$ cat src/rtl/ncsi_csr_pkg.sv
/*
 * Shared types and constants for the NC-SI control and status register block.
 * Register offsets are word addresses (byte offset / 4) on the Wishbone port.
 * Referenced with scoped names throughout the design.
 */
package ncsi_csr_pkg;

   //------------------------------------------------------------
   // Word types
   //------------------------------------------------------------
   localparam logic [4:0] NUM_CH = 5'd1;          // Channels supported

   typedef logic [31:0]       csr_word_t;
   typedef logic [7:0]        csr_addr_t;
   typedef logic [NUM_CH-1:0] ch_mask_t;
   typedef logic [2:0]        pkg_id_t;
   typedef logic [11:0]       resp_size_t;
   typedef logic [15:0]       cmd_err_t;
   typedef logic [5:0]        t5_count_t;
   typedef logic [10:0]       t6_count_t;

   //------------------------------------------------------------
   // Capability constants
   //------------------------------------------------------------
   localparam logic [3:0]  CAP_NUM_UNIMAC    = 4'h1;
   localparam logic [3:0]  CAP_NUM_MULMAC    = 4'h0;
   localparam logic [3:0]  CAP_NUM_MIXMAC    = 4'h0;
   localparam logic [3:0]  CAP_NUM_VLAN      = 4'h1;
   localparam logic [2:0]  CAP_VLAN_MODE     = 3'h7;
   localparam logic        CAP_ALL_MCAST     = 1'b0;
   localparam logic [15:0] CAP_BCAST_FILTERS = 16'h1;
   localparam logic [15:0] CAP_MCAST_FILTERS = 16'h0;
   localparam logic [15:0] IPT_BUFR_DEPTH    = 16'd8192;
   localparam logic [7:0]  MAX_FC_REQ        = 8'd16;

   localparam csr_word_t CAP0_WORD = {CAP_ALL_MCAST, 4'h0, CAP_VLAN_MODE, CAP_NUM_VLAN,
                                      CAP_NUM_MIXMAC, CAP_NUM_MULMAC, CAP_NUM_UNIMAC,
                                      3'h0, NUM_CH};
   localparam csr_word_t CAP1_WORD = {CAP_MCAST_FILTERS, CAP_BCAST_FILTERS};
   localparam csr_word_t CAP2_WORD = {MAX_FC_REQ, 8'h0, IPT_BUFR_DEPTH};

   // Millisecond timer limits
   localparam t5_count_t T5_LIMIT = 6'd40;        // ~40 ms
   localparam t6_count_t T6_LIMIT = 11'd1900;     // ~1.9 s

   localparam csr_word_t BAD_ADDR_DATA = 32'hDEADBEEF;

   //------------------------------------------------------------
   // Word offsets
   //------------------------------------------------------------
   localparam csr_addr_t ADDR_CAP0     = 8'h00;
   localparam csr_addr_t ADDR_CAP1     = 8'h01;
   localparam csr_addr_t ADDR_CAP2     = 8'h02;
   localparam csr_addr_t ADDR_RX_CMD   = 8'h20;
   localparam csr_addr_t ADDR_TX_RESP  = 8'h28;
   localparam csr_addr_t ADDR_GEN_CTRL = 8'h30;
   localparam csr_addr_t ADDR_CH_EN    = 8'h31;
   localparam csr_addr_t ADDR_PTNW_EN  = 8'h32;
   localparam csr_addr_t ADDR_INIT_ST  = 8'h33;
   localparam csr_addr_t ADDR_INTR     = 8'h3C;

endpackage

$ cat src/rtl/ncsi_reg_access_if.sv
/*
 * Internal register-access channel. The bus front end issues one-cycle
 * read/write strobes, the register file answers with combinational read data
 * and the event block snoops the writes.
 */
`timescale 1ns/1ps

interface ncsi_reg_access_if;

   logic                     acc_wr;        // One-cycle write strobe
   logic                     acc_rd;        // One-cycle read strobe
   ncsi_csr_pkg::csr_addr_t  acc_addr;
   ncsi_csr_pkg::csr_word_t  acc_wdata;
   ncsi_csr_pkg::csr_word_t  acc_rdata;     // Valid during acc_rd

   modport bus (
      output acc_wr, acc_rd, acc_addr, acc_wdata,
      input  acc_rdata
   );

   modport regs (
      input  acc_wr, acc_addr, acc_wdata,
      output acc_rdata
   );

   // Write snooping only
   modport monitor (
      input  acc_wr, acc_addr, acc_wdata
   );

endinterface

$ cat src/rtl/ncsi_wb_slave.sv
/*
 * Wishbone classic slave front end. Each new cycle becomes a single-cycle
 * access strobe; ack and read data are registered one cycle later.
 */
`timescale 1ns/1ps

module ncsi_wb_slave (
   input  logic                     clk,
   input  logic                     reset,
   input  logic                     wb_cyc_i,
   input  logic                     wb_stb_i,
   input  logic                     wb_we_i,
   input  ncsi_csr_pkg::csr_addr_t  wb_adr_i,
   input  ncsi_csr_pkg::csr_word_t  wb_dat_i,
   output ncsi_csr_pkg::csr_word_t  wb_dat_o,
   output logic                     wb_ack_o,
   ncsi_reg_access_if.bus           acc
);

   logic new_req;

   // New request only while ack is low, so a held request is taken once
   assign new_req = wb_cyc_i & wb_stb_i & ~wb_ack_o;

   assign acc.acc_wr    = new_req & wb_we_i;
   assign acc.acc_rd    = new_req & ~wb_we_i;
   assign acc.acc_addr  = wb_adr_i;
   assign acc.acc_wdata = wb_dat_i;

   //------------------------------------------------------------
   // Ack and read data
   //------------------------------------------------------------
   always_ff @(posedge clk, posedge reset) begin
      if (reset) begin
         wb_ack_o <= 1'b0;
         wb_dat_o <= '0;
      end else begin
         wb_ack_o <= new_req;                 // Single-cycle ack without stall
         if (acc.acc_rd)
            wb_dat_o <= acc.acc_rdata;        // Held between reads
      end
   end

endmodule

$ cat src/rtl/ncsi_ctrl_regs.sv
/*
 * Control register file: transmit-response, general control and channel
 * masks. Also owns the full read multiplexer, including the capability words
 * and the interrupt image supplied by the event/timer block.
 */
`timescale 1ns/1ps

module ncsi_ctrl_regs (
   input  logic                        clk,
   input  logic                        reset,
   ncsi_reg_access_if.regs             acc,

   input  ncsi_csr_pkg::csr_word_t     intr_word_i,
   input  logic                        cmd_rx_sts_i,
   input  ncsi_csr_pkg::resp_size_t    rx_cmd_size_i,
   input  ncsi_csr_pkg::cmd_err_t      rx_cmd_err_i,
   input  logic                        tx_resp_sent_i,

   output logic                        tx_resp_avail_o,
   output logic                        tx_resp_naen_o,
   output ncsi_csr_pkg::resp_size_t    tx_resp_size_o,
   output logic                        tx_eb4sr_o,
   output logic                        package_en_o,
   output logic                        ignr_fltr_cfg_o,
   output ncsi_csr_pkg::pkg_id_t       package_id_o,
   output logic                        eptb_reset_o,
   output logic                        iptb_reset_o,
   output ncsi_csr_pkg::ch_mask_t      ch_en_o,
   output ncsi_csr_pkg::ch_mask_t      ptnw_tx_en_o,
   output ncsi_csr_pkg::ch_mask_t      ch_init_st_o
);

   logic wr_tx_resp;
   logic wr_gen_ctrl;
   logic wr_ch_en;
   logic wr_ptnw_en;
   logic wr_init_st;

   assign wr_tx_resp  = acc.acc_wr && (acc.acc_addr == ncsi_csr_pkg::ADDR_TX_RESP);
   assign wr_gen_ctrl = acc.acc_wr && (acc.acc_addr == ncsi_csr_pkg::ADDR_GEN_CTRL);
   assign wr_ch_en    = acc.acc_wr && (acc.acc_addr == ncsi_csr_pkg::ADDR_CH_EN);
   assign wr_ptnw_en  = acc.acc_wr && (acc.acc_addr == ncsi_csr_pkg::ADDR_PTNW_EN);
   assign wr_init_st  = acc.acc_wr && (acc.acc_addr == ncsi_csr_pkg::ADDR_INIT_ST);

   //------------------------------------------------------------
   // Writeable registers
   //------------------------------------------------------------
   always_ff @(posedge clk, posedge reset) begin
      if (reset) begin
         tx_resp_avail_o <= 1'b0;
         tx_resp_naen_o  <= 1'b0;
         tx_resp_size_o  <= '0;
         tx_eb4sr_o      <= 1'b0;
         package_en_o    <= 1'b0;
         ignr_fltr_cfg_o <= 1'b0;
         package_id_o    <= '0;
         eptb_reset_o    <= 1'b0;
         iptb_reset_o    <= 1'b0;
         ch_en_o         <= '0;
         ptnw_tx_en_o    <= '0;
         ch_init_st_o    <= '0;
      end else begin
         // A write beats the response-sent self clear
         if (wr_tx_resp) begin
            tx_resp_avail_o <= acc.acc_wdata[0];
            tx_resp_naen_o  <= acc.acc_wdata[1];
            tx_resp_size_o  <= acc.acc_wdata[15:4];
            tx_eb4sr_o      <= acc.acc_wdata[16];
         end else if (tx_resp_sent_i) begin
            tx_resp_avail_o <= 1'b0;            // Response gone out
         end

         if (wr_gen_ctrl) begin
            package_en_o    <= acc.acc_wdata[0];
            ignr_fltr_cfg_o <= acc.acc_wdata[1];
            package_id_o    <= acc.acc_wdata[10:8];
            eptb_reset_o    <= acc.acc_wdata[30];
            iptb_reset_o    <= acc.acc_wdata[31];
         end

         // Per-channel masks
         if (wr_ch_en)
            ch_en_o <= acc.acc_wdata[ncsi_csr_pkg::NUM_CH-1:0];
         if (wr_ptnw_en)
            ptnw_tx_en_o <= acc.acc_wdata[ncsi_csr_pkg::NUM_CH-1:0];
         if (wr_init_st)
            ch_init_st_o <= acc.acc_wdata[ncsi_csr_pkg::NUM_CH-1:0];
      end
   end

   //------------------------------------------------------------
   // Read multiplexer
   //------------------------------------------------------------
   always_comb begin
      case (acc.acc_addr)
         ncsi_csr_pkg::ADDR_CAP0     : acc.acc_rdata = ncsi_csr_pkg::CAP0_WORD;
         ncsi_csr_pkg::ADDR_CAP1     : acc.acc_rdata = ncsi_csr_pkg::CAP1_WORD;
         ncsi_csr_pkg::ADDR_CAP2     : acc.acc_rdata = ncsi_csr_pkg::CAP2_WORD;
         ncsi_csr_pkg::ADDR_RX_CMD   :
            acc.acc_rdata = {rx_cmd_err_i, rx_cmd_size_i, 3'b000, cmd_rx_sts_i};
         ncsi_csr_pkg::ADDR_TX_RESP  :
            acc.acc_rdata = {15'h0, tx_eb4sr_o, tx_resp_size_o, 2'b00,
                             tx_resp_naen_o, tx_resp_avail_o};
         ncsi_csr_pkg::ADDR_GEN_CTRL :
            acc.acc_rdata = {iptb_reset_o, eptb_reset_o, 19'h0, package_id_o, 6'h0,
                             ignr_fltr_cfg_o, package_en_o};
         ncsi_csr_pkg::ADDR_CH_EN    : acc.acc_rdata = ncsi_csr_pkg::csr_word_t'(ch_en_o);
         ncsi_csr_pkg::ADDR_PTNW_EN  : acc.acc_rdata = ncsi_csr_pkg::csr_word_t'(ptnw_tx_en_o);
         ncsi_csr_pkg::ADDR_INIT_ST  : acc.acc_rdata = ncsi_csr_pkg::csr_word_t'(ch_init_st_o);
         ncsi_csr_pkg::ADDR_INTR     : acc.acc_rdata = intr_word_i;  // Built by event block
         default                     : acc.acc_rdata = ncsi_csr_pkg::BAD_ADDR_DATA;
      endcase
   end

endmodule

$ cat src/rtl/ncsi_event_timers.sv
/*
 * Interrupt status/enable bits and the T5/T6 millisecond timers. Snoops
 * writes to the interrupt register and drives the combined interrupt output.
 */
`timescale 1ns/1ps

module ncsi_event_timers (
   input  logic                     clk,
   input  logic                     reset,
   ncsi_reg_access_if.monitor       acc,

   input  logic                     pulse_1ms_i,
   input  logic                     rx_cmd_pulse_i,
   input  ncsi_csr_pkg::cmd_err_t   rx_cmd_err_i,
   input  logic                     daemon_up_i,
   input  logic                     rbt_clk_prsnt_i,

   output ncsi_csr_pkg::csr_word_t  intr_word_o,
   output logic                     cmd_rx_sts_o,
   output logic                     rx_cmd_busy_o,
   output logic                     ncsi_intr_o
);

   logic                      intr_wr;
   logic                      cmd_ok;
   logic                      daemon_up_r1;
   logic [3:0]                intr_evt;
   logic [3:0]                intr_clr;
   logic [3:0]                intr_sts;      // Cmd, T5, T6, heartbeat
   logic [3:0]                intr_en;

   logic                      t5_en;
   ncsi_csr_pkg::t5_count_t   t5_cnt;
   logic                      t5_expr;
   logic                      t6_en;
   ncsi_csr_pkg::t6_count_t   t6_cnt;
   logic                      t6_expr;

   assign intr_wr = acc.acc_wr && (acc.acc_addr == ncsi_csr_pkg::ADDR_INTR);

   // Only a buffer overflow (err[0]) is tolerated
   assign cmd_ok = rx_cmd_pulse_i && (rx_cmd_err_i[5:1] == 5'd0);

   assign intr_evt = {daemon_up_i & ~daemon_up_r1, t6_expr, t5_expr, cmd_ok};
   assign intr_clr = intr_wr ? acc.acc_wdata[3:0] : 4'h0;

   //------------------------------------------------------------
   // Status and enable
   //------------------------------------------------------------
   always_ff @(posedge clk, posedge reset) begin
      if (reset) begin
         daemon_up_r1 <= 1'b0;
         intr_sts     <= '0;
         intr_en      <= '0;
      end else begin
         daemon_up_r1 <= daemon_up_i;
         intr_sts     <= intr_evt | (intr_sts & ~intr_clr);   // Event wins over W1C
         if (intr_wr)
            intr_en <= acc.acc_wdata[27:24];
      end
   end

   //------------------------------------------------------------
   // T5 and T6 timers
   //------------------------------------------------------------
   always_ff @(posedge clk, posedge reset) begin
      if (reset) begin
         t5_en   <= 1'b0;
         t5_cnt  <= '0;
         t5_expr <= 1'b0;
         t6_en   <= 1'b0;
         t6_cnt  <= '0;
         t6_expr <= 1'b0;
      end else begin
         // T5 armed by an accepted command
         if (t5_expr || (intr_wr && acc.acc_wdata[9]))
            t5_en <= 1'b0;
         else if (cmd_ok)
            t5_en <= 1'b1;

         if (!t5_en)
            t5_cnt <= '0;
         else if (pulse_1ms_i)
            t5_cnt <= t5_cnt + 1'b1;

         t5_expr <= t5_en && pulse_1ms_i && (t5_cnt == ncsi_csr_pkg::T5_LIMIT);

         // T6 started by firmware
         if (t6_expr || (intr_wr && acc.acc_wdata[10]))
            t6_en <= 1'b0;
         else if (intr_wr && acc.acc_wdata[18])
            t6_en <= 1'b1;

         if (!t6_en)
            t6_cnt <= '0;
         else if (pulse_1ms_i)
            t6_cnt <= t6_cnt + 1'b1;

         t6_expr <= t6_en && pulse_1ms_i && (t6_cnt == ncsi_csr_pkg::T6_LIMIT);
      end
   end

   // Stop bits read back as zero
   assign intr_word_o = {4'h0, intr_en, 5'h0, t6_en, 13'h0, rbt_clk_prsnt_i, intr_sts};

   assign cmd_rx_sts_o  = intr_sts[0];
   assign rx_cmd_busy_o = intr_sts[0];
   assign ncsi_intr_o   = |(intr_sts & intr_en);

endmodule

$ cat src/rtl/ncsi_csr_top.sv
/*
 * NC-SI sideband CSR block top level. Plain Wishbone classic slave ports
 * towards the management processor; wires front end, registers and timers.
 */
`timescale 1ns/1ps

module ncsi_csr_top (
   input  logic                        clk,
   input  logic                        reset,
   input  logic                        pulse_1ms_i,

   // Wishbone classic slave
   input  logic                        wb_cyc_i,
   input  logic                        wb_stb_i,
   input  logic                        wb_we_i,
   input  ncsi_csr_pkg::csr_addr_t     wb_adr_i,
   input  ncsi_csr_pkg::csr_word_t     wb_dat_i,
   output ncsi_csr_pkg::csr_word_t     wb_dat_o,
   output logic                        wb_ack_o,

   // Sideband controller status
   input  logic                        rbt_clk_prsnt_i,
   input  logic                        daemon_up_i,
   input  logic                        rx_cmd_pulse_i,
   input  ncsi_csr_pkg::resp_size_t    rx_cmd_size_i,
   input  ncsi_csr_pkg::cmd_err_t      rx_cmd_err_i,
   output logic                        rx_cmd_busy_o,
   input  logic                        tx_resp_sent_i,
   output logic                        ncsi_intr_o,

   // Control outputs
   output logic                        tx_resp_avail_o,
   output logic                        tx_resp_naen_o,
   output ncsi_csr_pkg::resp_size_t    tx_resp_size_o,
   output logic                        tx_eb4sr_o,
   output logic                        package_en_o,
   output logic                        ignr_fltr_cfg_o,
   output ncsi_csr_pkg::pkg_id_t       package_id_o,
   output logic                        eptb_reset_o,
   output logic                        iptb_reset_o,
   output ncsi_csr_pkg::ch_mask_t      ch_en_o,
   output ncsi_csr_pkg::ch_mask_t      ptnw_tx_en_o,
   output ncsi_csr_pkg::ch_mask_t      ch_init_st_o
);

   ncsi_csr_pkg::csr_word_t intr_word;
   logic                    cmd_rx_sts;

   ncsi_reg_access_if acc_if ();

   ncsi_wb_slave u_wb_slave (
      .clk      (clk),
      .reset    (reset),
      .wb_cyc_i (wb_cyc_i),
      .wb_stb_i (wb_stb_i),
      .wb_we_i  (wb_we_i),
      .wb_adr_i (wb_adr_i),
      .wb_dat_i (wb_dat_i),
      .wb_dat_o (wb_dat_o),
      .wb_ack_o (wb_ack_o),
      .acc      (acc_if.bus)
   );

   ncsi_ctrl_regs u_ctrl_regs (
      .clk             (clk),
      .reset           (reset),
      .acc             (acc_if.regs),
      .intr_word_i     (intr_word),
      .cmd_rx_sts_i    (cmd_rx_sts),
      .rx_cmd_size_i   (rx_cmd_size_i),
      .rx_cmd_err_i    (rx_cmd_err_i),
      .tx_resp_sent_i  (tx_resp_sent_i),
      .tx_resp_avail_o (tx_resp_avail_o),
      .tx_resp_naen_o  (tx_resp_naen_o),
      .tx_resp_size_o  (tx_resp_size_o),
      .tx_eb4sr_o      (tx_eb4sr_o),
      .package_en_o    (package_en_o),
      .ignr_fltr_cfg_o (ignr_fltr_cfg_o),
      .package_id_o    (package_id_o),
      .eptb_reset_o    (eptb_reset_o),
      .iptb_reset_o    (iptb_reset_o),
      .ch_en_o         (ch_en_o),
      .ptnw_tx_en_o    (ptnw_tx_en_o),
      .ch_init_st_o    (ch_init_st_o)
   );

   ncsi_event_timers u_event_timers (
      .clk             (clk),
      .reset           (reset),
      .acc             (acc_if.monitor),
      .pulse_1ms_i     (pulse_1ms_i),
      .rx_cmd_pulse_i  (rx_cmd_pulse_i),
      .rx_cmd_err_i    (rx_cmd_err_i),
      .daemon_up_i     (daemon_up_i),
      .rbt_clk_prsnt_i (rbt_clk_prsnt_i),
      .intr_word_o     (intr_word),
      .cmd_rx_sts_o    (cmd_rx_sts),
      .rx_cmd_busy_o   (rx_cmd_busy_o),
      .ncsi_intr_o     (ncsi_intr_o)
   );

endmodule

$ cat config.mk
export PLATFORM = sky130hd
export DESIGN_NAME = ncsi_csr_top
export DESIGN_NICKNAME = d
export VERILOG_FILES = /design/src/rtl/ncsi_csr_pkg.sv /design/src/rtl/ncsi_reg_access_if.sv /design/src/rtl/ncsi_wb_slave.sv /design/src/rtl/ncsi_ctrl_regs.sv /design/src/rtl/ncsi_event_timers.sv /design/src/rtl/ncsi_csr_top.sv
export SDC_FILE = /design/constraint.sdc
export NUM_CORES = 1
export LEC_CHECK = 0
export ABC_AREA = 1
export BUFFER_PORTS_ARGS = -buffer_cell sky130_fd_sc_hd__buf_4
export CORE_MARGIN = 1.5
export CORE_UTILIZATION = 45
export CTS_BUF_LIST = sky130_fd_sc_hd__clkbuf_8
export DETAILED_ROUTE_END_ITERATION = 16
export PLACE_DENSITY_LB_ADDON = 0.3
export RECOVER_POWER = 50
export SKIP_LAST_GASP = 1
export SLEW_MARGIN = 10
export SYNTH_ARGS = -nofsm -noshare
export SYNTH_HDL_FRONTEND = slang
export SYNTH_SLANG_ARGS = --single-unit
$ cat constraint.sdc
create_clock -name clk -period 4.95 [get_ports clk]
set_input_delay 0.7425 -clock clk [delete_from_list [all_inputs] [get_ports clk]]
set_output_delay 0.7425 -clock clk [all_outputs]
set_load 0.03 [all_outputs]
# After elaboration in Yosys (flattened, before gate mapping)
# Cells that the tools add are included.
[totals]
regBits = 88
elab_cells = 84
[op_classes]
n_bitwise = 12
muxes = 12
add_sub_neg = 2
reduce_logical = 22
n_eq_ne = 13
[op_table]
columns = ["cell", "count"]
rows = [
  ["32-bit one-hot mux with 10 select lines", 1],
  ["8-bit by 6-bit equality test with 1-bit output (second input constant)", 7],
  ["11-bit two-way mux", 2],
  ["1-bit logical AND", 14],
  ["6-bit two-way mux", 2],
  ["11-bit by 1-bit adder with 11-bit output (second input constant)", 1],
  ["11-bit equality test (second input constant)", 1],
  ["4-bit AND", 2],
  ["8-bit by 1-bit equality test with 1-bit output (second input constant)", 1],
  ["8-bit by 2-bit equality test with 1-bit output (second input constant)", 1],
  ["8-bit zero test", 1],
  ["6-bit by 1-bit adder with 6-bit output (second input constant)", 1],
  ["6-bit equality test (second input constant)", 1],
  ["1-bit two-way mux", 6],
  ["2-bit nonzero test", 3],
  ["1-bit AND", 5],
  ["5-bit zero test", 1],
  ["4-bit two-way mux", 1],
  ["2-bit inequality test (second input constant)", 2],
  ["4-bit NOT", 1],
  ["4-bit bitwise OR", 1],
  ["4-bit OR reduction", 1],
  ["1-bit NOT", 3],
  ["1-bit logical OR", 2],
]

# Logic depth before layout (Yosys ltp)
[depth]
depth_word = 8
depth_mapped = 11

# Hierarchy
# A second synthesis with hierarchy kept.
[hier_totals]
cells_unflattened = 715
hier_area_um2 = 5400.2
[by_module_without_submodules]
columns = ["module", "n_inst", "cells_per_inst", "area_per_inst_um2"]
rows = [
  ["ncsi_ctrl_regs", 1, 307, 2015.7],
  ["ncsi_event_timers", 1, 223, 1745.4],
  ["ncsi_wb_slave", 1, 185, 1639.1],
]

# Worst setup path after synthesis
# Ideal clock, no wire load.
[synth_timing]
path_kind = "register -> output"
from = "reg u_event_timers.intr_sts[0]"
to = "out ncsi_intr_o"
stages_incl_launch_ff = 3
setup_slack_ns = 3.031
arrival_ns = 1.176
n_path_buf = 0
required_ns = 4.208
cell_sequence = "dfrtp_1 inv_1 o2111ai_1"
[synth_via]
elab_chain_len = 2
[synth_rtl]
columns = ["element", "line_no", "rtl"]
rows = [
  ["from (decl)", "ncsi_event_timers.sv:29", "logic [3:0] intr_sts;"],
  ["from (signal assigned)", "ncsi_event_timers.sv:57", "intr_sts <= intr_evt | (intr_sts & ~intr_clr);"],
  ["4-bit AND", "ncsi_event_timers.sv:108", "assign ncsi_intr_o = |(intr_sts & intr_en);"],
  ["4-bit OR reduction", "ncsi_event_timers.sv:108", ""],
  ["to (decl)", "ncsi_csr_top.sv:29", "output logic ncsi_intr_o,"],
]
# No other way between the ends.

==> impl_metrics.yaml <==
outcome:
  status: "finished, violations left"
  failed_checks: "max-capacitance violations, max-slew violations"
clock_tree:
  clock_latency_ns: 0.36
  post_cts_buffers: 0
  cts_tree: "yes"
  clock-sinks: 88
  htreeDepth: 3
  clkSlewWorstSetupHoldPaths_ns: 0.08
  ctsHoldBuffers: 0
  post_cts_resized: 0
  clk_path_buf_depth: 2
  cts_root_buf: "clkbuf_8"
  cts_buffers: 9
worst_setup_path:
  critPathMaxFanout: 52
  criticalPathCategory: "in -> async"
  crit_start: "reset"
  worstPathArrival_ns: 2.79
  regToRegSetupSlack_ns: 2.98
  endpoint_kind: "async pin"
  r2r_start: "u_wb_slave.wb_ack_o"
  cp.required_ns: 5.43
  startpoint_type: "input port"
final_layout:
  diodes: 0
  seqCellArea_um2: 2200
  fill_cells: 912
  post_route_cells_drive_above_1_share_pct: 26.9
  final_core_util_pct: 58.6
  multi_input_area_um2: 1820
  nets: 720
  synthToLayoutAreaGrowth_pct: 24.9
  fin_area_um2: 5470
timing:
  finalCritPeriodShare_pct: 46.7
  finClkSkew_ns: 0.0103
  hold-worst-slack_ns: 0.431
  finalMaxSlewViolations: 53
  grt_setup_unrepaired: "false"
  worst_pin_slew_ns: 2.27
  hold_viol_final: 0
  setup_viol: 0
  slew_headroom_pct: -51.9
  min_period_ns: 2.31
  max_freq_mhz: 433
  setup_tns_ns: 0
floorplanning:
  ios: 138
  dieArea_um2: 10300
  die_x_um: 102
  core_um2: 9330
  die_h_um: 102
  rows: 35
  start_util_pct: 46.9
power:
  power_mw: 1.57
  leakagePower_nw: 2.63
  p_per_area_nw_per_um2: 287
  swShare_pct: 29.3
  peakVddDrop_v: 0.000215
  switchingPower_mw: 0.459
  seq_power_share_pct: 51.1
  p_clk_share_pct: 32.7
  pwr-share-comb_pct: 16.2
  p_int_mw: 1.11
placed_design:
  place_congestion: 0.875
  port_buffers: 129
  hpwlAfterDp_mm: 8.69
  place_area_um2: 5410
synth:
  seq_area_frac_synth_pct: 50.3
  synth_area_um2: 4370
  avgSynthCellArea_um2: 8.53
  yosysUniqueCellTypes: 34
  synth-seq-cells: 88
  synth_nets: 595
  yosysWarnings: 0
  syn_inst: 513
route:
  postRouteAntennaNets: 0
  routed_wirelength_mm: 11.6
  wl_per_cell_um: 15.0
  vias: 3906
  route.detailed.drc: 0
  drt_iter0_drc: 159
  drtPass1Iterations: 6
  viasPerCell: 5.06
global_route:
  antenna_found_initial: 0
  first_global_vias: 3713
  grt_pass1_wl_mm: 18.0
  track_usage_pct: 22.7
  grt_overflow_total: 0
  grt_max_degree: 53
min_path:
  hold_class: "reg -> reg"
  min_from: "u_event_timers.daemon_up_r1"
flow_run:
  drv_cap: 1
-- metrics by stage --
| step | worst slack (ns) | std cells |
|---|---|---|
| 2_1_floorplan | 1.93 | 513 |
| 3_3_place_gp | 2.44 | 756 |
| 3_5_place_dp | 2.44 | 756 |
| 4_1_cts | 2.81 | 772 |
| 5_1_grt | 2.26 | 772 |
| 6_report | 2.64 | 772 |
-- registers in the layout (all words and copies together), names as in the netlist, 3 cells and up --
name,count
u_ctrl_regs.package_id_o,3
u_ctrl_regs.tx_resp_size_o,12
u_wb_slave.wb_dat_o,32
u_event_timers.t6_cnt,11
u_event_timers.t5_cnt,6
u_event_timers.intr_en,4
u_event_timers.intr_sts,4
-- metal layers --
| metal | wire, um | global-route usage, % | up-vias |
|---|---|---|---|
| met1 | 5160 | 29.7 | 1867 |
| met4 | 134 | 6.94 | 0 |
| met5 | 0 | 0 | - |
| met2 | 5830 | 39.0 | 105 |
| met3 | 492 | 3.11 | 12 |
| li1 | - | - | 1922 |
-- final timing paths --
path                                                   to  depth (start not counted)
setup / recovery                   u_wb_slave.wb_dat_o[9]                          3
hold / removal                 u_event_timers.intr_sts[3]                          1
setup reg to reg                  u_wb_slave.wb_dat_o[13]                          7
hold reg to reg                u_event_timers.intr_sts[3]                          1
max in group clk                   u_wb_slave.wb_dat_o[0]                         11
min in group asynchronous  u_ctrl_regs.tx_resp_size_o[11]                          2
-- power by group through the flow --
stage | Clock, mW | Sequential, mW | Combinational (mW)
after floorplan | 0 | 0.851 | 0.115
after global placement | 0 | 0.811 | 0.263
after detailed placement | 0 | 0.815 | 0.271
after CTS | 0.521 | 0.801 | 0.271
after global routing | 0.551 | 0.806 | 0.281
final | 0.512 | 0.801 | 0.255
-- layout make-up --
cell class	instances	share of cell area (%)
sequential	88	40.3
clock inverter	6	1.24
timing repair buffer	131	15.5
clock buffer	10	2.52
inverter	60	4.24
tap	129	2.95
multi-input combinational	348	33.3
-- layout by cell type (no fill, tap or decap), drive strengths merged --
cell	instances
a21oi	57
nand3	36
dfrtp	88
bufinv	1
mux2	3
o2bb2ai	1
clkinv	2
o211ai	2
nand2	113
ha	4
clkinvlp	3
a31oi	5
nand4	2
inv	60
o22ai	1
clkbuf	50
buf	91
nor3	1
a21boi	1
nor4	3
nand3b	1
o2111ai	1
nor2	69
o21ai	47
a41oi	1
-- cells in the mapped netlist --
cell,n,area [um^2]
a31oi_1,2,12.5
inv_4,2,12.5
a21boi_0,1,7.51
a31oi_2,3,37.5
buf_4,4,30.0
clkbuf_1,5,18.8
nand4_1,2,12.5
buf_6,4,45.0
o2111ai_1,1,8.76
mux2_4,3,45.0
nor3_1,1,5.00
nand2_4,4,45.0
nor4_1,3,18.8
nand3_1,35,175
a21oi_1,31,155
nor2_2,7,43.8
dfrtp_1,88,2200
nand3_2,1,10.0
nor2_4,5,56.3
nor2_1,57,214
inv_1,47,176
o2bb2ai_1,1,8.76
nand2_1,104,390
nand3b_1,1,7.51
ha_1,4,50.1
o21ai_1,12,60.1
o22ai_1,1,6.26
a41oi_1,1,8.76
nand2_2,5,31.3
o21ai_0,35,175
o211ai_1,2,15.0
buf_2,4,20.0
inv_2,11,41.3
a21oi_2,26,228
-- logic make-up (layout without fill, tap and decap cells) --
kind of cell               after synthesis  count (layout)  share of synthesized area [%]
and+or+nand+nor                        225             225                           23.1
AOI/OAI and AO/OA                      116             116                           16.5
DFF                                     88              88                           50.3
buffers and inverters                   77             207                           7.87
adders and majority gates                4               4                           1.14
muxes                                    3               3                           1.03
-- worst max-delay path: stages --
cell	delay [ns]
clkbuf_4	0.11
clkinvlp_2	1.28
buf_4	0.61
Note: power is estimated with default switching activity, not from simulation.
